### config.mk
export PLATFORM = sky130hd
export DESIGN_NAME = bus_return_mux_flat
export DESIGN_NICKNAME = d
export VERILOG_FILES = /design/src/design/cdi_bus_pkg.sv /design/src/design/cdi_bus_if.sv /design/src/design/bus_return_mux.sv /design/src/flat_wrapper.sv
export VERILOG_INCLUDE_DIRS = /design/src /design/src/include
export SDC_FILE = /design/constraint.sdc
export NUM_CORES = 1
export LEC_CHECK = 0
export ABC_AREA = 1
export BUFFER_PORTS_ARGS = -buffer_cell sky130_fd_sc_hd__buf_2
export CORE_MARGIN = 1.5
export CORE_UTILIZATION = 35
export DETAILED_ROUTE_END_ITERATION = 12
export PLACE_DENSITY_LB_ADDON = 0.15
export SYNTH_ARGS = -nofsm -noshare
export SYNTH_HDL_FRONTEND = slang
export SYNTH_SLANG_ARGS = --single-unit
### constraint.sdc
create_clock -name vclk -period 1.6
set_input_delay 0.08 -clock vclk [all_inputs]
set_output_delay 0.08 -clock vclk [all_outputs]
set_load 0.03 [all_outputs]
### src/include/cdi_bus_macros.svh
`ifndef CDI_BUS_MACROS_SVH
`define CDI_BUS_MACROS_SVH

// CPU word address, bits 23:1
`define CDI_ADDR_W 23

// Unpopulated RAM areas that answer with a bus error
`define CDI_RAM_ERR_LO 24'h600000
`define CDI_RAM_ERR_HI 24'hd00000
`define CDI_RAM_ERR_TOP 24'hf00000

// 64 KiB pages, compared against byte address bits 23:16
`define CDI_CDIC_PAGE 8'h30
`define CDI_SLAVE_PAGE 8'h31
`define CDI_NVRAM_PAGE 8'h32

// Video chip owns everything up to the limit and from the high mark up
`define CDI_VIDEO_LIMIT 24'h27ffff
`define CDI_VIDEO_HIGH 24'h400000

// 8192 bytes of battery backed RAM
`define CDI_NVRAM_AW 13

`endif

### src/design/cdi_bus_pkg.sv
`include "cdi_bus_macros.svh"

package cdi_bus_pkg;

    // One bit per decoded region, already qualified by as
    typedef struct packed {
        logic video;
        logic dvc_ram;
        logic cdic;
        logic slave;
        logic nvram;
    } region_sel_t;

    // CPU cycle as presented by the 68000 style bus
    typedef struct packed {
        logic [`CDI_ADDR_W:1] addr;  // Word address
        logic [15:0]          wdata;
        logic                 uds;   // Upper lane, bits 15:8
        logic                 lds;   // Lower lane, bits 7:0
        logic                 write_strobe;
    } cpu_cycle_t;

endpackage

### src/design/cdi_bus_if.sv
`timescale 1ns/1ps

// Decoded CPU cycle shared by the decoder and the devices behind it
interface cdi_bus_if;

    cdi_bus_pkg::cpu_cycle_t  cycle;
    cdi_bus_pkg::region_sel_t sel;

    modport decoder (
        output cycle,
        output sel
    );

    modport device (
        input cycle,
        input sel
    );

endinterface

### src/design/bus_return_mux.sv
`timescale 1ns/1ps

module bus_return_mux (
    cdi_bus_if.device   bus,
    input  logic        iack_cdic,
    input  logic [7:0]  nvram_rdata,
    input  logic [7:0]  slave_rdata,
    input  logic        nvram_ack,
    input  logic        slave_ack,
    input  logic [15:0] cdic_data,
    input  logic [15:0] video_data,
    input  logic        cdic_ack,
    input  logic        video_ack,
    output logic [15:0] data_in,
    output logic        bus_ack
);

    always_comb begin
        // Unmapped space acks at once and reads zero
        bus_ack = 1'b1;
        data_in = 16'h0000;

        if (bus.sel.slave) begin
            data_in = {slave_rdata, slave_rdata};
            bus_ack = slave_ack;
        end else if (bus.sel.cdic) begin
            data_in = cdic_data;
            bus_ack = cdic_ack;
        end else if (bus.sel.nvram) begin
            data_in = {nvram_rdata, nvram_rdata};  // Byte on both lanes
            bus_ack = nvram_ack;
        end else if (bus.sel.video || bus.sel.dvc_ram) begin
            data_in = video_data;
            bus_ack = video_ack;
        end

        // CDIC supplies its own vector during interrupt acknowledge
        if (iack_cdic) begin
            data_in = cdic_data;
            bus_ack = 1'b1;
        end
    end

endmodule

### src/flat_wrapper.sv
// flat-port wrapper written by rule: the top's interface ports become plain ports
module bus_return_mux_flat 
  (iack_cdic, nvram_rdata, slave_rdata, nvram_ack, slave_ack, cdic_data, video_data, cdic_ack, video_ack, data_in, bus_ack, bus_cycle, bus_sel);
  cdi_bus_if bus_i ();
  input  logic iack_cdic;
  input  logic [7:0] nvram_rdata;
  input  logic [7:0] slave_rdata;
  input  logic nvram_ack;
  input  logic slave_ack;
  input  logic [15:0] cdic_data;
  input  logic [15:0] video_data;
  input  logic cdic_ack;
  input  logic video_ack;
  output logic [15:0] data_in;
  output logic bus_ack;
  input wire logic [$bits(bus_i.cycle)-1:0] bus_cycle;
  input wire logic [$bits(bus_i.sel)-1:0] bus_sel;
  assign bus_i.cycle = bus_cycle;
  assign bus_i.sel = bus_sel;
  bus_return_mux u_core (.bus(bus_i), .iack_cdic(iack_cdic), .nvram_rdata(nvram_rdata), .slave_rdata(slave_rdata), .nvram_ack(nvram_ack), .slave_ack(slave_ack), .cdic_data(cdic_data), .video_data(video_data), .cdic_ack(cdic_ack), .video_ack(video_ack), .data_in(data_in), .bus_ack(bus_ack));
endmodule
After elaboration in Yosys (flattened, before gate mapping)
Index checks and enable logic that the tools add are counted.
- reductions and logical operators: 1
- muxes and demuxes: 10
- operators by type and width (kind ; count):
    16-bit two-way mux ; 5
    1-bit two-way mux ; 5
    1-bit logical OR ; 1
- bits of input ports: 100
- flip-flop bits (word level): 0
- output and inout port bits: 17
- logic and storage cells: 11

Longest topological paths before layout
- word-level depth: 6
- depth in mapped cells: 7

Worst setup path before layout
OpenSTA, ideal clock, no wires.
- path kind: input to output
- start: input bus_sel[0]
- end: output data_in[12]
- required time: 1.520 ns
- buffers on the path: 2
- arrival: 1.030 ns
- stages: 7
- setup slack: 0.490 ns
- cell sequence: buf_6 > buf_12 > nor2_2 > nand2_1 > nand2_1 > nand2_1 > a21oi_1
- word-level cells in the longest chain between the ends: 4
- RTL lines (item ; RTL line ; text):
    start: declaration ; flat_wrapper.sv:17 ; input wire logic [$bits(bus_i.sel)-1:0] bus_sel;
    16-bit two-way mux ; bus_return_mux.sv:29 ; end else if (bus.sel.nvram) begin
    16-bit two-way mux ; bus_return_mux.sv:26 ; end else if (bus.sel.cdic) begin
    16-bit two-way mux ; bus_return_mux.sv:23 ; if (bus.sel.slave) begin
    16-bit two-way mux ; bus_return_mux.sv:38 ; if (iack_cdic) begin
    end: declaration ; flat_wrapper.sv:14 ; output logic [15:0] data_in;
Every way passes these cells.

Final worst setup path
- start: input bus_sel[0]
- end: output data_in[10]
The elaborated chain is that of the path after synthesis.

==> impl_metrics.env <==
export IMPL_start_kind="input pin"
export IMPL_nets=350
export IMPL_hold_path_class="in2out"
export IMPL_vdd_ir_drop_max_mv=0.173
export IMPL_n_antenna_cell=0
export IMPL_place_inst=278
export IMPL_clockBufferCount=0
export IMPL_vias_per_cell=4.37
export IMPL_clock_power_share_pct=0
export IMPL_hold_ws_ns=0.518
export IMPL_tightest_slew_ns=0.477
export IMPL_fin_crit_ns=1.25
export IMPL_grt_pass1_vias=889
export IMPL_power_frac_comb_pct=100.0
export IMPL_place_worst_setup_slack_ns=0.347
export IMPL_setup_viol=0
export IMPL_timing_final_ws_setup_ns=0.348
export IMPL_powerDensity_mw_per_mm2=330
export IMPL_fin_setup_tns_ns=0
export IMPL_drtPass1Iterations=4
export IMPL_fin_util_pct=48.7
export IMPL_seq_area_um2=0
export IMPL_p_sw_uw=247
export IMPL_status="completed"
export IMPL_fmax_mhz=798
export IMPL_avgSynthCellArea_um2=4.78
export IMPL_antenna_found_initial=0
export IMPL_critical_path_slowest_cell="buf_2"
export IMPL_hpwl_um=2110
export IMPL_wl_um=2630
export IMPL_holdPathEnd="bus_ack"
export IMPL_area_growth_pct=33.8
export IMPL_io_buffers=75
export IMPL_max_stage_delay_ns=0.39
export IMPL_io_pins=117
export IMPL_finalHoldViolations=0
export IMPL_grt_max_degree=27
export IMPL_core_area_mm2=0.00243
export IMPL_post_drt_wl_per_cell_um=9.47
export IMPL_drv_cap=0
export IMPL_power_internal_uw=144
export IMPL_swShare_pct=63.3
export IMPL_post_cts_repair_setup_buffers=0
export IMPL_rsz0062_at_grt="no"
export IMPL_holdCritStartpoint="slave_ack"
export IMPL_p_seq_share_pct=0
export IMPL_maxSlewViolCount=0
export IMPL_slew_headroom_pct=68.2
export IMPL_grt_pass1_wl_um=3790
export IMPL_track_usage_pct=17.5
export IMPL_drtIter0Drc=13
export IMPL_leakagePower_uw=0.000744
export IMPL_hold_depth=4
export IMPL_worst_setup_path_type="in2out"
export IMPL_stdcell_count=278
export IMPL_vias=1216
export IMPL_drcViolationCount=0
export IMPL_arrival_ns=1.17
export IMPL_syn_inst=185
export IMPL_cts_resized=0
export IMPL_critPathCaptureType="output port"
export IMPL_synth_warnings=0
export IMPL_grt_overflow=0
export IMPL_die_w_um=53.3
export IMPL_initial_core_util_pct=36.4
export IMPL_synth_seq_area_share_pct=0
export IMPL_syn_area_um2=885
export IMPL_die_h_um=53.3
export IMPL_path_cells="buf_2, a21oi_1, nand2_1, nand2_1, a21oi_2, buf_2"
export IMPL_ant_nets=0
export IMPL_drive_above_1_share_pct=37.9
export IMPL_syn_nets=285
export IMPL_row_count=18
export IMPL_synth_cell_type_count=13
export IMPL_place_congestion=0.765
export IMPL_crit_fanout=26
export IMPL_timing_final_crit_share_pct=78.3
export IMPL_cts_hold_repair_buffers=0
export IMPL_seq_cell_count=0
export IMPL_crit_required_ns=1.52
export IMPL_die_area_mm2=0.00284
[cell type report]
class / count / area [µm²]
Fill cell: 298 / 1250
Multi-Input combinational cell: 137 / 636
Timing Repair Buffer: 75 / 375
Inverter: 36 / 135
Tap cell: 30 / 37.5
[worst max path at each step]
stage	slack, ns	from	endpoint
2_1_floorplan	0.49	bus_sel[0]	data_in[12]
3_3_place_gp	0.32	bus_sel[0]	data_in[10]
3_5_place_dp	0.35	bus_sel[0]	data_in[2]
4_1_cts	0.35	bus_sel[0]	data_in[10]
5_1_grt	0.24	bus_sel[0]	data_in[8]
6_report	0.35	bus_sel[0]	data_in[10]
[power by group through the flow]
stage	Sequential [µW]	Combinational, µW	Clock (µW)
finish	0	391	0
global route	0	437	0
CTS	0	393	0
detailed placement	0	392	0
global placement	0	392	0
floorplan	0	280	0
[cell families after synthesis]
kind of cell | count (synthesis) | share of synthesized area (%)
simple gates | 85 | 38.6
compound gates | 52 | 33.2
buf+inv | 48 | 28.1
[critical path, delay by kind of cell]
kind	cells	cell delay, ns
and+or+nand+nor	2	0.17
buffers and inverters	2	0.60
AOI/OAI and AO/OA	2	0.32
[metrics by stage]
step                      cell area, µm²  total power (µW)
after floorplan                      885               280
after global placement              1180               392
after detailed placement            1180               392
after CTS                           1180               393
after global routing                1180               437
final                               1180               391
[metal layers]
layer  track usage [%]  vias to the layer above  wire length (µm)
met5                 0                        -                 0
met4                 0                        0                 0
met3              1.13                        0               225
met2              32.5                       47              1240
met1              23.2                      480              1170
li1                  -                      689                 -
[layout by cell type, fill, tap and decap left out, drive strengths merged]
| cell | count |
|---|---|
| buf | 75 |
| nand2 | 51 |
| a21oi | 51 |
| inv | 36 |
| nor2 | 34 |
| o21ai | 1 |
[cell usage after synthesis]
master / n / area, µm²
buf_12: 1 / 20.0
nand2_1: 50 / 188
buf_4: 3 / 22.5
a21oi_2: 9 / 78.8
inv_2: 1 / 3.75
nor2_1: 26 / 97.6
o21ai_0: 1 / 5.00
inv_1: 35 / 131
buf_2: 3 / 15.0
nand2_2: 1 / 6.26
a21oi_1: 42 / 210
nor2_2: 8 / 50.1
buf_6: 5 / 56.3
No activity file was read; power rests on OpenSTA's default activity.
