$ cat src/include/cdi_bus_macros.svh
`ifndef CDI_BUS_MACROS_SVH
`define CDI_BUS_MACROS_SVH

// CPU word address, bits 23:1
`define CDI_ADDR_W 23

// Unpopulated RAM areas that answer with a bus error
`define CDI_RAM_ERR_LO 24'h600000
`define CDI_RAM_ERR_HI 24'hd00000
`define CDI_RAM_ERR_TOP 24'hf00000

// 64 KiB pages, compared against byte address bits 23:16
`define CDI_CDIC_PAGE 8'h30
`define CDI_SLAVE_PAGE 8'h31
`define CDI_NVRAM_PAGE 8'h32

// Video chip owns everything up to the limit and from the high mark up
`define CDI_VIDEO_LIMIT 24'h27ffff
`define CDI_VIDEO_HIGH 24'h400000

// 8192 bytes of battery backed RAM
`define CDI_NVRAM_AW 13

`endif

$ cat src/design/cdi_bus_pkg.sv
`include "cdi_bus_macros.svh"

package cdi_bus_pkg;

    // One bit per decoded region, already qualified by as
    typedef struct packed {
        logic video;
        logic dvc_ram;
        logic cdic;
        logic slave;
        logic nvram;
    } region_sel_t;

    // CPU cycle as presented by the 68000 style bus
    typedef struct packed {
        logic [`CDI_ADDR_W:1] addr;  // Word address
        logic [15:0]          wdata;
        logic                 uds;   // Upper lane, bits 15:8
        logic                 lds;   // Lower lane, bits 7:0
        logic                 write_strobe;
    } cpu_cycle_t;

endpackage

$ cat src/design/cdi_bus_if.sv
`timescale 1ns/1ps

// Decoded CPU cycle shared by the decoder and the devices behind it
interface cdi_bus_if;

    cdi_bus_pkg::cpu_cycle_t  cycle;
    cdi_bus_pkg::region_sel_t sel;

    modport decoder (
        output cycle,
        output sel
    );

    modport device (
        input cycle,
        input sel
    );

endinterface

$ cat src/design/attex_decode.sv
`timescale 1ns/1ps
`include "cdi_bus_macros.svh"

module attex_decode (
    input  logic [`CDI_ADDR_W:1] addr,
    input  logic                 as,
    input  logic                 uds,
    input  logic                 lds,
    input  logic                 write_strobe,
    input  logic [15:0]          wdata,
    cdi_bus_if.decoder           bus,
    output logic                 bus_err
);

    logic [23:0] addr_byte;
    logic        video_hit;
    logic        dvc_hit;
    logic        err_area1;
    logic        err_area2;

    cdi_bus_pkg::region_sel_t sel_n;
    cdi_bus_pkg::cpu_cycle_t  cycle_n;

    assign addr_byte = {addr, 1'b0};

    // Video window excludes the upper half of the map
    assign video_hit = ((addr_byte <= `CDI_VIDEO_LIMIT) || (addr_byte >= `CDI_VIDEO_HIGH))
                       && !addr[23];
    assign dvc_hit = (addr_byte[23:20] == 4'hd) || (addr_byte[23:19] == 5'b11101);

    assign err_area1 = (addr_byte >= `CDI_RAM_ERR_LO) && (addr_byte < `CDI_RAM_ERR_HI);
    assign err_area2 = addr_byte >= `CDI_RAM_ERR_TOP;

    // Strobeless cycles never fault
    assign bus_err = (err_area1 || err_area2) && as && (uds || lds);

    always_comb begin
        sel_n.video   = video_hit && as;
        sel_n.dvc_ram = dvc_hit && as;
        sel_n.cdic    = (addr_byte[23:16] == `CDI_CDIC_PAGE) && as;
        sel_n.slave   = (addr_byte[23:16] == `CDI_SLAVE_PAGE) && as;
        sel_n.nvram   = (addr_byte[23:16] == `CDI_NVRAM_PAGE) && as;
    end

    always_comb begin
        cycle_n.addr         = addr;
        cycle_n.wdata        = wdata;
        cycle_n.uds          = uds;
        cycle_n.lds          = lds;
        cycle_n.write_strobe = write_strobe;
    end

    assign bus.sel   = sel_n;
    assign bus.cycle = cycle_n;

endmodule

$ cat src/flat_wrapper.sv
// flat-port wrapper written by rule: the top's interface ports become plain ports
module attex_decode_flat 
  (addr, as, uds, lds, write_strobe, wdata, bus_err, bus_cycle, bus_sel);
  cdi_bus_if bus_i ();
  input  logic [`CDI_ADDR_W:1] addr;
  input  logic as;
  input  logic uds;
  input  logic lds;
  input  logic write_strobe;
  input  logic [15:0] wdata;
  output logic bus_err;
  output wire logic [$bits(bus_i.cycle)-1:0] bus_cycle;
  output wire logic [$bits(bus_i.sel)-1:0] bus_sel;
  assign bus_cycle = bus_i.cycle;
  assign bus_sel = bus_i.sel;
  attex_decode u_core (.addr(addr), .as(as), .uds(uds), .lds(lds), .write_strobe(write_strobe), .wdata(wdata), .bus(bus_i), .bus_err(bus_err));
endmodule
$ cat config.mk
export PLATFORM = sky130hd
export DESIGN_NAME = attex_decode_flat
export DESIGN_NICKNAME = d
export VERILOG_FILES = /design/src/design/cdi_bus_pkg.sv /design/src/design/cdi_bus_if.sv /design/src/design/attex_decode.sv /design/src/flat_wrapper.sv
export VERILOG_INCLUDE_DIRS = /design/src /design/src/include
export SDC_FILE = /design/constraint.sdc
export NUM_CORES = 1
export LEC_CHECK = 0
export CAP_MARGIN = 20
export CORE_AREA = 2 2 39 41
export DETAILED_ROUTE_END_ITERATION = 10
export DIE_AREA = 0 0 41 43
export DONT_BUFFER_PORTS = 1
export GPL_TIMING_DRIVEN = 0
export SYNTH_ARGS = -nofsm -noshare
export SYNTH_HDL_FRONTEND = slang
export SYNTH_SLANG_ARGS = --single-unit
$ cat constraint.sdc
create_clock -name vclk -period 1.9
set_input_delay 0.095 -clock vclk [all_inputs]
set_output_delay 0.095 -clock vclk [all_outputs]
set_load 0.02 [all_outputs]
After elaboration in Yosys (flattened, before gate mapping)
Cells that the tools add are included.
W data, S select, Z words.
{ "classes": {"addsub": 0, "mul": 0, "n_div": 0, "magnitude_cmp": 5, "n_eq_ne": 5, "shift": 0, "n_mux": 0, "bitwise": 0, "reduce_logical": 14} }
{ "ops": {"columns": ["operator", "count"], "rows": [
  ["$ge A24 B23 Y1 const B", 2],
  ["$eq A8 B6 Y1 const B", 3],
  ["$ge A24 B24 Y1 const B", 1],
  ["$le A24 B22 Y1 const B", 1],
  ["$lt A24 B24 Y1 const B", 1],
  ["$logic_and A1 B1 Y1", 9],
  ["$eq A5 B5 Y1 const B", 1],
  ["$eq A4 B4 Y1 const B", 1],
  ["$logic_or A1 B1 Y1", 4],
  ["$logic_not A1 Y1", 1]
]} }
{ "word_totals": {"regBits": 0, "latch_bits": 0, "ram_bits": 0, "mem_bits_ro": 0, "output_inout_bits": 48, "mem_count": 0} }

Depth between registers and ports, before layout
{ "logic_depth": {"depth_word": 5, "depth_mapped": 3} }

Worst setup path before layout
No wires, ideal clock.
{ "synth_timing": {"path_kind": "input port to output port", "startpoint": "input addr[23] (netlist bit)", "endpoint": "output bus_sel[0]", "arrival_ns": 1.282, "required_ns": 1.805, "path_slack_ns": 0.523, "path_stages": 3, "cell_sequence": "nand2b_4 -> or3_4 -> nor4_1"} }
{ "synth_via": {"elab_chain_len": 2} }
{ "synth_lines": {"columns": ["element", "line_no", "source"], "rows": [
  ["from (decl)", "flat_wrapper.sv:5", "input logic [`CDI_ADDR_W:1] addr;"],
  ["$eq A8 B6 Y1 (no line)", null, null],
  ["$logic_and A1 B1 Y1", "attex_decode.sv:42", "sel_n.nvram = (addr_byte[23:16] == `CDI_NVRAM_PAGE) && as;"],
  ["to (decl)", "flat_wrapper.sv:13", "output wire logic [$bits(bus_i.sel)-1:0] bus_sel;"]
]} }
No other way between the ends.

Worst setup path in the final report
Same ends and word-level chain as after synthesis.

==> run_results.csv <==
group,metric,value,unit
floorplanning,fp.coreArea,1380,µm²
timing,tightest_slew,883,ps
timing,final_hold_viol_count,0,
placed_design,port_buffers,0,
cts,cts_resized,0,
routing,wire_per_inst,10.8,µm
power,p_seq_share,0,%
floorplanning,start_util,32.6,%
yosys,yosysTopAreaCell,"buf_4",
floorplanning,dieWidth,41,µm
global_route,grt_max_degree,8,
placed_design,gp_congestion,0.614,
floorplanning,die_h,43,µm
yosys,yosysSeqAreaShare,0,%
global_route,antenna_found_initial,0,
timing,period_share,74.8,%
yosys,synth.distinct_cells,14,
finish,multi_input_area,133,µm²
timing,relSlewSlack,40.6,%
finish,final_area,472,µm²
critical_path,critical_path_depth,3,
finish,nets,107,
timing,post-route-min-period,1420,ps
power,p_leak,0.247,nW
floorplanning,pin_count,91,
min_path,hold_end,"bus_sel[1]",
min_path,worstHoldStart,"addr[17]",
power,switching_power,84.8,µW
finish,stdcell_count,78,
finish,nFillCells,147,
timing,rsz0062_at_grt,"false",
floorplanning,die-area,1760,µm²
critical_path,slowest_stage,"nor4_1",
run_status,status,"completed",
routing,vias,357,
finish,layout-drive-gt1-share,74.2,%
routing,drc,0,
critical_path,critical-path-top-delay-family,"simple AND/OR/NAND/NOR gates",
critical_path,required,1800,ps
timing,setup_viol,0,
yosys,yosysWarnings,0,
power,power_frac_clock,0,%
routing,ant_nets,0,
global_route,grt_pass1_vias,227,
power,p_int,67.5,µW
floorplanning,num_rows,14,
critical_path,cp_slowest_stage_delay,740,ps
timing,hold_ws,245,ps
routing,drt_wl_total,843,µm
critical_path,worstSetupPathType,"in2out",
min_path,whs_path_depth,1,
routing,via_per_inst,4.58,
power,ir_drop,0.114,mV
cts,cts_setup_buffers,0,
global_route,gr-total-overflow,0,
min_path,hold_class,"in2out",
critical_path,path_cells,"nand2b_4 > or3_4 > nor4_1",
timing,timing.fmax,704,MHz
global_route,grt_pass1_wl,862,µm
routing,drtIter0Drc,1,
yosys,yosys.cell_count.top_type,"buf_4",
finish,area_growth,4.43,%
run,maxCapViolCount,0,
yosys,synth.area.top_cells,"buf_4 70%, nand2b_1 4.2%, nor2_1 3.3%",
placed_design,dp.cells,78,
global_route,grt.total_usage,6.69,%
critical_path,crit_fanout,5,
critical_path,end_kind,"output port",
power,pwr-share-comb,100.0,%
finish,n_antenna_cell,0,
placed_design,dpl_cell_area,472,µm²
yosys,synthesis.nets,105,
yosys,ys_top_cells_by_count,"42 x buf_4, 4 x nor2_1, 3 x nand2b_1",
power,netSwitchingFraction,55.7,%
critical_path,critPathBufInv,0,
yosys,avgSynthCellArea,7.29,µm²
routing,drt_first_pass_iters,2,
yosys,syn-cell-area,452,µm²
yosys,synth_top_cell_area_share,69.8,%
yosys,syn_inst,62,
power,power.density,323,nW/µm²
critical_path,arrival,1330,ps
finish,seq_area,0,µm²
finish,seq_cell_count,0,
finish,nClkBuffers,0,
timing,finalMaxSlewViolations,0,
timing,finalSetupTns,0,ps
critical_path,worstSetupStartpointType,"input port",
cts,postCtsHoldBufs,0,
[placed cells by master (no fill, tap or decap)]
cell type / Yosys / layout
a21oi_1: 1 / 1
a22oi_1: 1 / 1
buf_4: 42 / 42
inv_1: 1 / 1
mux2_2: 1 / 1
nand2b_1: 3 / 3
nand2b_4: 1 / 1
nand3_1: 1 / 1
nand3b_1: 1 / 1
nor2_1: 4 / 4
nor4_1: 2 / 2
nor4b_2: 1 / 1
o21ai_0: 2 / 2
or3_4: 1 / 1
[how the worst max path moves through the flow]
| stage | start | to | slack [ps] |
|---|---|---|---|
| floorplan | addr[23] | bus_sel[0] | 520 |
| global placement | addr[23] | bus_sel[2] | 480 |
| detailed placement | addr[23] | bus_sel[0] | 480 |
| CTS | addr[23] | bus_sel[0] | 480 |
| global route | addr[23] | bus_sel[0] | 360 |
| finish | addr[23] | bus_sel[0] | 480 |
[layout make-up]
type                       count  area share [%]
tap                           16            4.24
multi-input combinational     19            28.1
inverter                       1           0.796
buffer                        42            66.8
[routing by layer]
| layer | GRT usage, % | share of wire [%] | wire length, µm | vias up |
|---|---|---|---|---|
| met5 | 0 | 0 | 0 | - |
| met4 | 0 | 0 | 0 | 0 |
| met3 | 1.57 | 24 | 203 | 0 |
| met2 | 13.4 | 51 | 429 | 49 |
| met1 | 6.65 | 25 | 210 | 149 |
| li1 | - | - | - | 159 |
[cell families (layout without fill, tap and decap cells)]
family	after synthesis	after routing	synth area share, %
and+or+nand+nor	14	14	21.9
AOI/OAI and AO/OA	4	4	4.99
muxes	1	1	2.49
buffers and inverters	43	43	70.6
[power by group through the flow]
stage | sequential [mW] | clock (mW) | combinational, mW
4_1_cts | 0 | 0 | 0.154
3_3_place_gp | 0 | 0 | 0.154
2_1_floorplan | 0 | 0 | 0.148
5_1_grt | 0 | 0 | 0.160
6_report | 0 | 0 | 0.152
3_5_place_dp | 0 | 0 | 0.154
[per-stage QoR]
stage	total power [mW]	util [%]	setup WS (ps)
finish	0.152	34.1	480
global route	0.160	34.1	364
CTS	0.154	34.1	479
detailed placement	0.154	34.1	479
global placement	0.154	34.1	477
floorplan	0.148	-	523
Power figures use the tool's default switching activity.
