<file path="src/include/cdi_bus_macros.svh">
`ifndef CDI_BUS_MACROS_SVH
`define CDI_BUS_MACROS_SVH

// CPU word address, bits 23:1
`define CDI_ADDR_W 23

// Unpopulated RAM areas that answer with a bus error
`define CDI_RAM_ERR_LO 24'h600000
`define CDI_RAM_ERR_HI 24'hd00000
`define CDI_RAM_ERR_TOP 24'hf00000

// 64 KiB pages, compared against byte address bits 23:16
`define CDI_CDIC_PAGE 8'h30
`define CDI_SLAVE_PAGE 8'h31
`define CDI_NVRAM_PAGE 8'h32

// Video chip owns everything up to the limit and from the high mark up
`define CDI_VIDEO_LIMIT 24'h27ffff
`define CDI_VIDEO_HIGH 24'h400000

// 8192 bytes of battery backed RAM
`define CDI_NVRAM_AW 13

`endif

</file>
<file path="src/design/cdi_bus_pkg.sv">
`include "cdi_bus_macros.svh"

package cdi_bus_pkg;

    // One bit per decoded region, already qualified by as
    typedef struct packed {
        logic video;
        logic dvc_ram;
        logic cdic;
        logic slave;
        logic nvram;
    } region_sel_t;

    // CPU cycle as presented by the 68000 style bus
    typedef struct packed {
        logic [`CDI_ADDR_W:1] addr;  // Word address
        logic [15:0]          wdata;
        logic                 uds;   // Upper lane, bits 15:8
        logic                 lds;   // Lower lane, bits 7:0
        logic                 write_strobe;
    } cpu_cycle_t;

endpackage

</file>
<file path="src/design/cdi_port_pkg.sv">
package cdi_port_pkg;

    // Port C as seen by the slave controller
    typedef struct packed {
        logic [2:0] spare_hi;
        logic       disclk;
        logic       disdat;
        logic       resetsys;
        logic [1:0] spare_lo;
    } portc_ctl_t;

    typedef union packed {
        logic [7:0] raw;  // CPU readback
        portc_ctl_t ctl;
    } portc_word_t;

    // Port B carries the audio DAC lines and the slave handshake pins
    typedef struct packed {
        logic       spare;
        logic       dtack_n;
        logic       irq2_n;
        logic       rts_n;
        logic [3:0] dac;  // csdac2n, csdac1n, clkdac, datadac
    } portb_ctl_t;

    typedef union packed {
        logic [7:0] raw;
        portb_ctl_t ctl;
    } portb_word_t;

    // Register selected by word address bits 3:1
    typedef enum logic [2:0] {
        portb_data   = 3'd0,
        portb_ddr    = 3'd1,
        portc_data   = 3'd2,
        portc_ddr    = 3'd3,
        porta_mirror = 3'd4
    } slave_reg_e;

endpackage

</file>
<file path="src/design/cdi_bus_if.sv">
`timescale 1ns/1ps

// Decoded CPU cycle shared by the decoder and the devices behind it
interface cdi_bus_if;

    cdi_bus_pkg::cpu_cycle_t  cycle;
    cdi_bus_pkg::region_sel_t sel;

    modport decoder (
        output cycle,
        output sel
    );

    modport device (
        input cycle,
        input sel
    );

endinterface

</file>
<file path="src/design/slave_port_block.sv">
`timescale 1ns/1ps

module slave_port_block (
    input  logic       clk30,
    input  logic       reset,
    cdi_bus_if.device  bus,
    input  logic       tvmode_pal,
    output logic [7:0] slave_rdata,
    output logic       slave_ack,
    output logic       slave_irq,
    output logic       slave_rts,
    output logic       irq2_in,
    output logic       sys_reset_req,
    output logic       disdat,
    output logic       disclk
);

    // Pin levels while the DDR bit is clear
    localparam logic [7:0] portb_pin_dflt = 8'hfc;
    localparam logic [7:0] portc_pin_dflt = 8'hf8;

    cdi_port_pkg::portb_word_t portb_reg;
    cdi_port_pkg::portc_word_t portc_reg;
    cdi_port_pkg::portb_word_t portb_pins;
    cdi_port_pkg::portc_word_t portc_pins;
    cdi_port_pkg::slave_reg_e  reg_sel;

    logic [7:0] portb_dir;
    logic [7:0] portc_dir;
    logic [7:0] porta_last;
    logic       sel_q;
    logic       reg_write;

    assign reg_sel   = cdi_port_pkg::slave_reg_e'(bus.cycle.addr[3:1]);
    assign slave_irq = bus.sel.slave && !sel_q;  // One pulse per access
    assign slave_ack = bus.sel.slave && sel_q;
    assign reg_write = slave_irq && bus.cycle.write_strobe && bus.cycle.lds;

    always_ff @(posedge clk30) begin
        if (reset) begin
            sel_q      <= 1'b0;
            portb_reg  <= '0;
            portc_reg  <= '0;
            portb_dir  <= 8'h00;
            portc_dir  <= 8'h00;
            porta_last <= 8'h00;
        end else begin
            sel_q <= bus.sel.slave;
            if (reg_write) begin
                porta_last <= bus.cycle.wdata[7:0];
                case (reg_sel)
                    cdi_port_pkg::portb_data: portb_reg.raw <= bus.cycle.wdata[7:0];
                    cdi_port_pkg::portb_ddr:  portb_dir     <= bus.cycle.wdata[7:0];
                    cdi_port_pkg::portc_data: portc_reg.raw <= bus.cycle.wdata[7:0];
                    cdi_port_pkg::portc_ddr:  portc_dir     <= bus.cycle.wdata[7:0];
                    default: ;
                endcase
            end
        end
    end

    // Output where DDR is set, default level elsewhere
    always_comb begin
        portb_pins.raw = (portb_reg.raw & portb_dir) | (portb_pin_dflt & ~portb_dir);
        portc_pins.raw = (portc_reg.raw & portc_dir) | (portc_pin_dflt & ~portc_dir);
    end

    assign slave_rts     = portb_pins.ctl.rts_n;
    assign irq2_in       = !portb_pins.ctl.irq2_n;  // CPU side is active high
    assign sys_reset_req = portc_pins.ctl.resetsys;
    assign disdat        = portc_pins.ctl.disdat;
    assign disclk        = portc_pins.ctl.disclk;

    always_comb begin
        case (reg_sel)
            cdi_port_pkg::portb_data: slave_rdata = portb_reg.raw;
            cdi_port_pkg::portb_ddr:  slave_rdata = portb_dir;
            // Bit 7 reports NTSC, low bits echo the address
            cdi_port_pkg::portc_data:
                slave_rdata = {!tvmode_pal, portc_pins.raw[6:2], bus.cycle.addr[2:1]};
            cdi_port_pkg::portc_ddr:  slave_rdata = portc_dir;
            cdi_port_pkg::porta_mirror: slave_rdata = porta_last;
            default: slave_rdata = 8'h00;
        endcase
    end

endmodule

</file>
<file path="src/flat_wrapper.sv">
// flat-port wrapper written by rule: the top's interface ports become plain ports
module slave_port_block_flat 
  (clk30, reset, tvmode_pal, slave_rdata, slave_ack, slave_irq, slave_rts, irq2_in, sys_reset_req, disdat, disclk, bus_cycle, bus_sel);
  cdi_bus_if bus_i ();
  input  logic clk30;
  input  logic reset;
  input  logic tvmode_pal;
  output logic [7:0] slave_rdata;
  output logic slave_ack;
  output logic slave_irq;
  output logic slave_rts;
  output logic irq2_in;
  output logic sys_reset_req;
  output logic disdat;
  output logic disclk;
  input wire logic [$bits(bus_i.cycle)-1:0] bus_cycle;
  input wire logic [$bits(bus_i.sel)-1:0] bus_sel;
  assign bus_i.cycle = bus_cycle;
  assign bus_i.sel = bus_sel;
  slave_port_block u_core (.clk30(clk30), .reset(reset), .bus(bus_i), .tvmode_pal(tvmode_pal), .slave_rdata(slave_rdata), .slave_ack(slave_ack), .slave_irq(slave_irq), .slave_rts(slave_rts), .irq2_in(irq2_in), .sys_reset_req(sys_reset_req), .disdat(disdat), .disclk(disclk));
endmodule
</file>
<file path="config.mk">
export PLATFORM = sky130hd
export DESIGN_NAME = slave_port_block_flat
export DESIGN_NICKNAME = d
export VERILOG_FILES = /design/src/design/cdi_bus_pkg.sv /design/src/design/cdi_port_pkg.sv /design/src/design/cdi_bus_if.sv /design/src/design/slave_port_block.sv /design/src/flat_wrapper.sv
export VERILOG_INCLUDE_DIRS = /design/src /design/src/include
export SDC_FILE = /design/constraint.sdc
export NUM_CORES = 1
export LEC_CHECK = 0
export ABC_AREA = 0
export BUFFER_PORTS_ARGS = -buffer_cell sky130_fd_sc_hd__buf_2
export CORE_MARGIN = 4
export CORE_UTILIZATION = 40
export CTS_CLUSTER_SIZE = 12
export DETAILED_ROUTE_END_ITERATION = 6
export PLACE_DENSITY = 0.77
export SYNTH_ARGS = -nofsm -noshare
export SYNTH_HDL_FRONTEND = slang
export SYNTH_SLANG_ARGS = --single-unit
</file>
<file path="constraint.sdc">
create_clock -name clk30 -period 1.46 [get_ports clk30]
set_clock_uncertainty 0.2 [all_clocks]
set_input_delay 0.292 -clock clk30 [delete_from_list [all_inputs] [get_ports clk30]]
set_output_delay 0.292 -clock clk30 [all_outputs]
set_load 0.01 [all_outputs]
</file>
Yosys cells after proc, flatten, opt, wreduce, memory -nomap -nowiden:

Cells that the tools add are included.

* muxes and demuxes: 1
* bitwise gates (word level): 6
* equal/unequal tests: 4
* reductions and logical operators: 12

Operators by type and width (number)
* 8-bit case mux with 5 select lines: 1
* 2-bit AND reduction: 4
* 7-bit AND: 1
* 7-bit inverter: 1
* 7-bit bitwise OR: 1
* 6-bit AND: 1
* 3-bit by 2-bit equality test with 1-bit output, second input constant: 2
* 6-bit inverter: 1
* 6-bit bitwise OR: 1
* 1-bit logical AND: 4
* 3-bit by 1-bit equality test with 1-bit output, second input constant: 1
* 3-bit equality test, second input constant: 1
* 1-bit logical NOT: 3
* 3-bit logical NOT: 1

* flip-flop bits (word level): 40
* input bits: 50
* output and inout bits: 15
* word-level logic and storage cells: 29

Depth between registers and ports, before layout:

Gate-level depths: netlist of run 1.

* word-level depth: 5
* depth in mapped cells: 5
* gate-level depth less buffers: 3

Least setup slack after synthesis of run 1:

OpenSTA, ideal clock, no wires.

* kind: input to output
* from: in bus_cycle[20]
* to: out slave_rdata[1]
* path buffers: 2
* data required time: 968 ps
* arrival time: 1227 ps
* cell stages on the path: 4
* path slack: -259 ps
* path through: buf_2 -> buf_2 -> mux2_2 -> o22ai_1

* word-level cells in the longest chain between the ends: 2
* elaborated cells between the ends (all ways): 6
* classes of those cells: 4 x eq/ne; 1 x mux; 1 x reduce/logical

RTL lines
* start: declaration: RTL line flat_wrapper.sv:16 `input wire logic [$bits(bus_i.cycle)-1:0] bus_cycle;`
* 3-bit equality test (tied with other cells): RTL line slave_port_block.sv:75 `case (reg_sel)`
* 8-bit case mux with 5 select lines *: RTL line slave_port_block.sv:75
* end: declaration: RTL line flat_wrapper.sv:8 `output logic [7:0] slave_rdata;`

Mark *: on every way between the ends. The rest lies on a longest branch, timed or not.

Worst setup path after layout of run 1:

* from: reg u_core.portb_dir[1]
* to: out slave_rdata[1]

* word-level cells in the longest chain between the ends: 1

RTL lines
* start: declaration: RTL line slave_port_block.sv:28 `logic [7:0] portb_dir;`
* start signal: assignment: RTL line slave_port_block.sv:53 `cdi_port_pkg::portb_ddr: portb_dir <= bus.cycle.wdata[7:0];`
* 8-bit case mux with 5 select lines: RTL line slave_port_block.sv:75

Every way passes these cells.

==> results of run 1 <==
-- worst max-delay path: cells and delay by family (launching register included) --
family	cells	cell delay, ns
buffers and inverters	1	0.14
AOI/OAI and AO/OA	1	0.09
muxes	2	0.42
DFF	1	0.32
-- per-stage QoR --
stage	setup WS, ns	setup TNS (ns)	hold slack (ns)
global route	-0.343	-7.27	0.0386
finish	-0.285	-4.92	0.0449
CTS	-0.281	-3.43	0.0363
detailed placement	-0.245	-5.25	0.251
floorplan	-0.0640	-1.08	0.220
global placement	-0.251	-4.92	0.242
-- final cells by class --
| type | instances | share of cell area (%) |
|---|---|---|
| multi-input combinational | 148 | 46.4 |
| clock buffer | 7 | 2.92 |
| timing repair buffer | 65 | 18.7 |
| sequential | 38 | 29.5 |
| tap | 52 | 2.49 |
-- power by group --
group	internal (mW)	switching, mW	leakage [nW]	total, mW
clock	0.329	0.348	0.0383	0.677
sequential	1.05	0.00684	0.311	1.06
combinational	0.139	0.137	0.800	0.276
-- layout by cell type, fill, tap and decap left out, drive strengths merged --
master	synthesis	final
nand3	2	2
and4b	1	1
clkbuf	7	7
mux2i	39	39
nand4b	1	1
a21oi	8	8
nor2b	4	4
o21ai	1	1
nor3b	1	1
nand3b	2	2
buf	7	65
a22oi	1	1
o22ai	1	1
dfxtp	38	38
or2	1	1
o211ai	6	6
nor3	1	1
and3	1	1
o221ai	3	3
or3	2	2
and2	2	2
mux2	3	3
nor2	2	2
nand2	25	25
nand2b	41	41
-- metal layers --
metal	vias up	part of all wire (%)
met5	-	0
met4	0	0.68
met3	3	3.5
met2	31	51
met1	753	45
li1	802	-
-- worst paths after layout --
check | endpoint | depth (start not counted) | start
max | slave_rdata[1] | 4 | u_core.portb_dir[1]
max reg2reg | u_core.portb_dir[5] | 4 | u_core.sel_q
min reg2reg | u_core.porta_last[0] | 2 | u_core.porta_last[0]
min | u_core.porta_last[2] | 3 | bus_cycle[5]
-- kinds of logic after synthesis --
logic type             Yosys count  synth area share [%]
muxes                           42                  22.6
and+or+nand+nor                 86                  25.6
DFF                             38                  40.6
buffers and inverters           14                  4.27
AOI/OAI and AO/OA               20                  6.94
-- what timing repair did --
item / CTS / global route
gates cloned: 0 / 0
resized for setup: 30 / 33
hold buffers: 0 / 0
pin swaps: 7 / 6
endpoints found under the setup margin: 38 / 45
buffers inserted: 3 / 4
==> impl_metrics.ini, run 1 <==
[floorplanning]
ios = 65
die_w_um = 76.5
die_y_um = 76.5
start_util_pct = 42.2
coreArea_mm2 = 0.00444
std_cell_rows = 24
die_area_mm2 = 0.00584

[sta]
setup_ws_ns = -0.285
fmax_mhz = 573
rsz0062_at_grt = yes
max-slew-margin-rel_pct = 82.3
layout_min_cycle_time_ns = 1.75
setup_violations = 39
finalCritPeriodShare_pct = 120
final_hold_viol_count = 0
worst_pin_slew_ns = 0.265
slew_violations = 0

[finish]
layout.nets = 308
finish.utilization_pct = 58.8
multi_input_area_mm2 = 0.00121
postLayoutCellArea_mm2 = 0.00261
drive_gt1_share_pct = 45.3
fin_cells = 310
antenna_cells = 0
final-seq-area_um2 = 771
areaGrowthSynthToFinish_pct = 39.4
fillers = 399

[place]
portBuffers = 31
hpwlAfterDp_um = 3100
place_area_mm2 = 0.00224
dpl.cell_count = 296
place_congestion = 0.798

[yosys]
yosysMostFrequentCell = nand2b_1
yosys_warnings = 0
synth_commonest_cells = nand2b_1 (41), mux2i_1 (39), dfxtp_1 (38)
synth_edf_count = 0
syn_area_mm2 = 0.00187
ys_top_cells_by_area = dfxtp_1 (41%), mux2i_1 (21%), nand2b_1 (14%)
synth_cell_types = 26
ys_seq_area_share_pct = 40.6
synth-seq-cells = 38
yosys.area.top_type_share_pct = 40.6
synth_area_leader_cell = dfxtp_1
syn-num-nets = 250
async_flop_share_pct = 0
syn_inst = 200
avgSynthCellArea_um2 = 9.37
ys.flop_type = dfxtp_1

[grt]
grt_usage_pct = 15.4
grt_max_degree = 47
grt_pass1_vias = 1561
grt_pass1_wl_um = 7250
grtUsageMet3_pct = 5.56
busiest_layer = met2
antenna_found_initial = 0
met2_usage_pct = 26.3
grtUsageMet1_pct = 18.6
grt-ovfl-total = 0

[detailed_routing]
first_iter_violations = 70
finalWirelength_um = 4590
drt_first_pass_iters = 4
routedWlPerCell_um = 14.8
vias = 1589
antenna_left = 0
vias_per_cell = 5.13
drc = 0

[power]
leakagePower_nw = 1.15
pwr_density_cell_mw_per_mm2 = 769
total_power_mw = 2.01
vdd_drop_max_v = 0.000409

[setup_path]
path_cells = mux2_2 -> mux2i_1 -> o22ai_2 -> buf_2
slowest_delay_ns = 0.32
crit_path_top_delay_cell = dfxtp_2
reg2reg_slack_ns = -0.17
cp.required_ns = 0.97
path_max_fanout = 2
worst-setup-path-type = register to output port
startpoint_type = register
critical_path_arrival_ns = 1.25
crit_path_end_kind = output port

[status]
violations = setup timing
status = complete, but fails checks

[clock_tree]
cts_made_buffers = 5
cts_tree = built
clk_pin_slew_worst_paths_ns = 0.07
clkLatencyLatePin_ns = 0.29
clockBufferDepth = 2
root_buffer = clkbuf_8
cts_sinks = 38
h-tree-depth = 2

[min_path]
hold_class = input pin to register

[job]
max_cap_viol_count = 0
Note: power is estimated with default switching activity, not from simulation.
==> run 2, diff against run 1 <==
--- a/config.mk
+++ b/config.mk
@@ -8,11 +8,13 @@
 export LEC_CHECK = 0
 export ABC_AREA = 0
 export BUFFER_PORTS_ARGS = -buffer_cell sky130_fd_sc_hd__buf_2
+export CELL_PAD_IN_SITES_DETAIL_PLACEMENT = 1
+export CELL_PAD_IN_SITES_GLOBAL_PLACEMENT = 1
 export CORE_MARGIN = 4
-export CORE_UTILIZATION = 40
+export CORE_UTILIZATION = 33
 export CTS_CLUSTER_SIZE = 12
 export DETAILED_ROUTE_END_ITERATION = 6
-export PLACE_DENSITY = 0.77
+export PLACE_DENSITY = 0.83
 export SYNTH_ARGS = -nofsm -noshare
 export SYNTH_HDL_FRONTEND = slang
 export SYNTH_SLANG_ARGS = --single-unit
==> run 2 against run 1 <==
Against the previous run:
- the run still ends with setup timing left
- global-route usage grew 0.36 points
- fmax shrank 1.0%
- sequential cell count is the same
- final area grew 2.8%
- sequential share of layout area shrank 0.84 points
- register-to-register slack is essentially flat
- sequential power is essentially flat
- die area grew 19%
- routed wire length grew 22%
- utilization shrank 10 points
- largest power group unchanged
- highest routed layer unchanged
==> impl_metrics.ini, run 2 (same netlist as run 1, synthesis figures left out) <==
[detailed_routing]
antenna_left = 0
drt_first_pass_iters = 4
first_iter_violations = 52
routedWlPerCell_um = 17.0
drc = 0
finalWirelength_um = 5600
vias = 1629
vias_per_cell = 4.94

[place]
place_area_mm2 = 0.00227
dpl_worst_slack_ns = -0.277
place_congestion = 0.787
portBuffers = 31
hpwlAfterDp_um = 3610

[sta]
setup_ws_ns = -0.303
setup_tns_ns = -5.00
hold_ws_ns = 0.0427
fmax_mhz = 567
rsz0062_at_grt = yes
layout_min_cycle_time_ns = 1.76
worst_pin_slew_ns = 0.262
final_hold_viol_count = 0
slew_violations = 0
max-slew-margin-rel_pct = 82.5
setup_violations = 43
finalCritPeriodShare_pct = 121

[grt]
grt-ovfl-total = 0
antenna_found_initial = 0
grt_pass1_vias = 1824
grt_usage_pct = 15.8
grt_max_degree = 47
grt_pass1_wl_um = 8760

[clock_tree]
clkLatencyLatePin_ns = 0.30
cts_sinks = 38
clockBufferDepth = 2
h-tree-depth = 2
cts_tree = built
cts_made_buffers = 5
cts_hold_buffers = 0
root_buffer = clkbuf_8
clk_pin_slew_worst_paths_ns = 0.07

[power]
leakagePower_nw = 1.20
vdd_drop_max_v = 0.000415
pwr_density_cell_mw_per_mm2 = 774

[floorplanning]
ios = 65
start_util_pct = 34.0
coreArea_mm2 = 0.00551
std_cell_rows = 27
die_y_um = 83.4
die_area_mm2 = 0.00695
die_w_um = 83.4

[setup_path]
critical_path_arrival_ns = 1.27
path_max_fanout = 2
startpoint_type = register
crit_path_end_kind = output port
cp.required_ns = 0.97
worst-setup-path-type = register to output port
reg2regPathDepth = 4

[finish]
layout.nets = 309
drive_gt1_share_pct = 42.2
layout_common_cells = mux2i_1 (38), nand2b_1 (38), dfxtp_1 (31), buf_2 (26)
areaGrowthSynthToFinish_pct = 43.3
postLayoutCellArea_mm2 = 0.00269
antenna_cells = 0

[job]
max_cap_viol_count = 0

[status]
violations = setup timing
status = complete, but fails checks

[min_path]
hold_depth = 3
hold_class = input pin to register
## run 2: critical path, stage by stage, from the launching register on
cell and delay (ns):
dfxtp_2 0.32, mux2_4 0.25, mux2i_1 0.16, o22ai_2 0.10
buf_2 0.14
## run 2: per-layer routing
metal / global-route usage [%] / wire, um
met1: 17.4 / 2420
met2: 29.2 / 2900
met3: 4.27 / 204
met4: 5.05 / 76
met5: 0 / 0
## run 2: final timing paths
| path | startpoint | end | slack, ns |
|---|---|---|---|
| setup / recovery | u_core.portb_reg[1] | slave_rdata[1] | -0.30 |
| setup reg to reg | u_core.sel_q | u_core.portb_dir[2] | -0.16 |
| hold reg to reg | u_core.porta_last[5] | u_core.porta_last[5] | 0.27 |
| hold / removal | bus_cycle[10] | u_core.porta_last[7] | 0.04 |
## run 2: through the flow
| stage | utilization, % | total power, mW | instances |
|---|---|---|---|
| floorplan | - | 1.20 | 200 |
| global placement | 41.3 | 1.30 | 317 |
| detailed placement | 41.3 | 1.30 | 317 |
| CTS | 46.3 | 2.06 | 327 |
| global route | 48.8 | 2.16 | 330 |
| finish | 48.8 | 2.08 | 330 |
## run 2: cell type report
type / instances / area [um^2]
clock buffers: 6 / 82.6
fillers: 629 / 2820
multi-input cells: 148 / 1210
flip-flops and latches: 38 / 769
well taps: 72 / 90.1
repair buffers: 66 / 536
## run 2: what timing repair did
action                                  4_1_cts  5_1_grt
resized for setup                            41       28
endpoints found under the setup margin       39       43
endpoints found under the hold margin         0        0
setup buffers                                 4        3
pin swaps                                     6       11
## run 2: power by group
part / switching [mW] / total (mW) / internal, mW
logic: 0.143 / 0.294 / 0.151
registers: 0.00823 / 1.06 / 1.05
clock network: 0.362 / 0.726 / 0.364
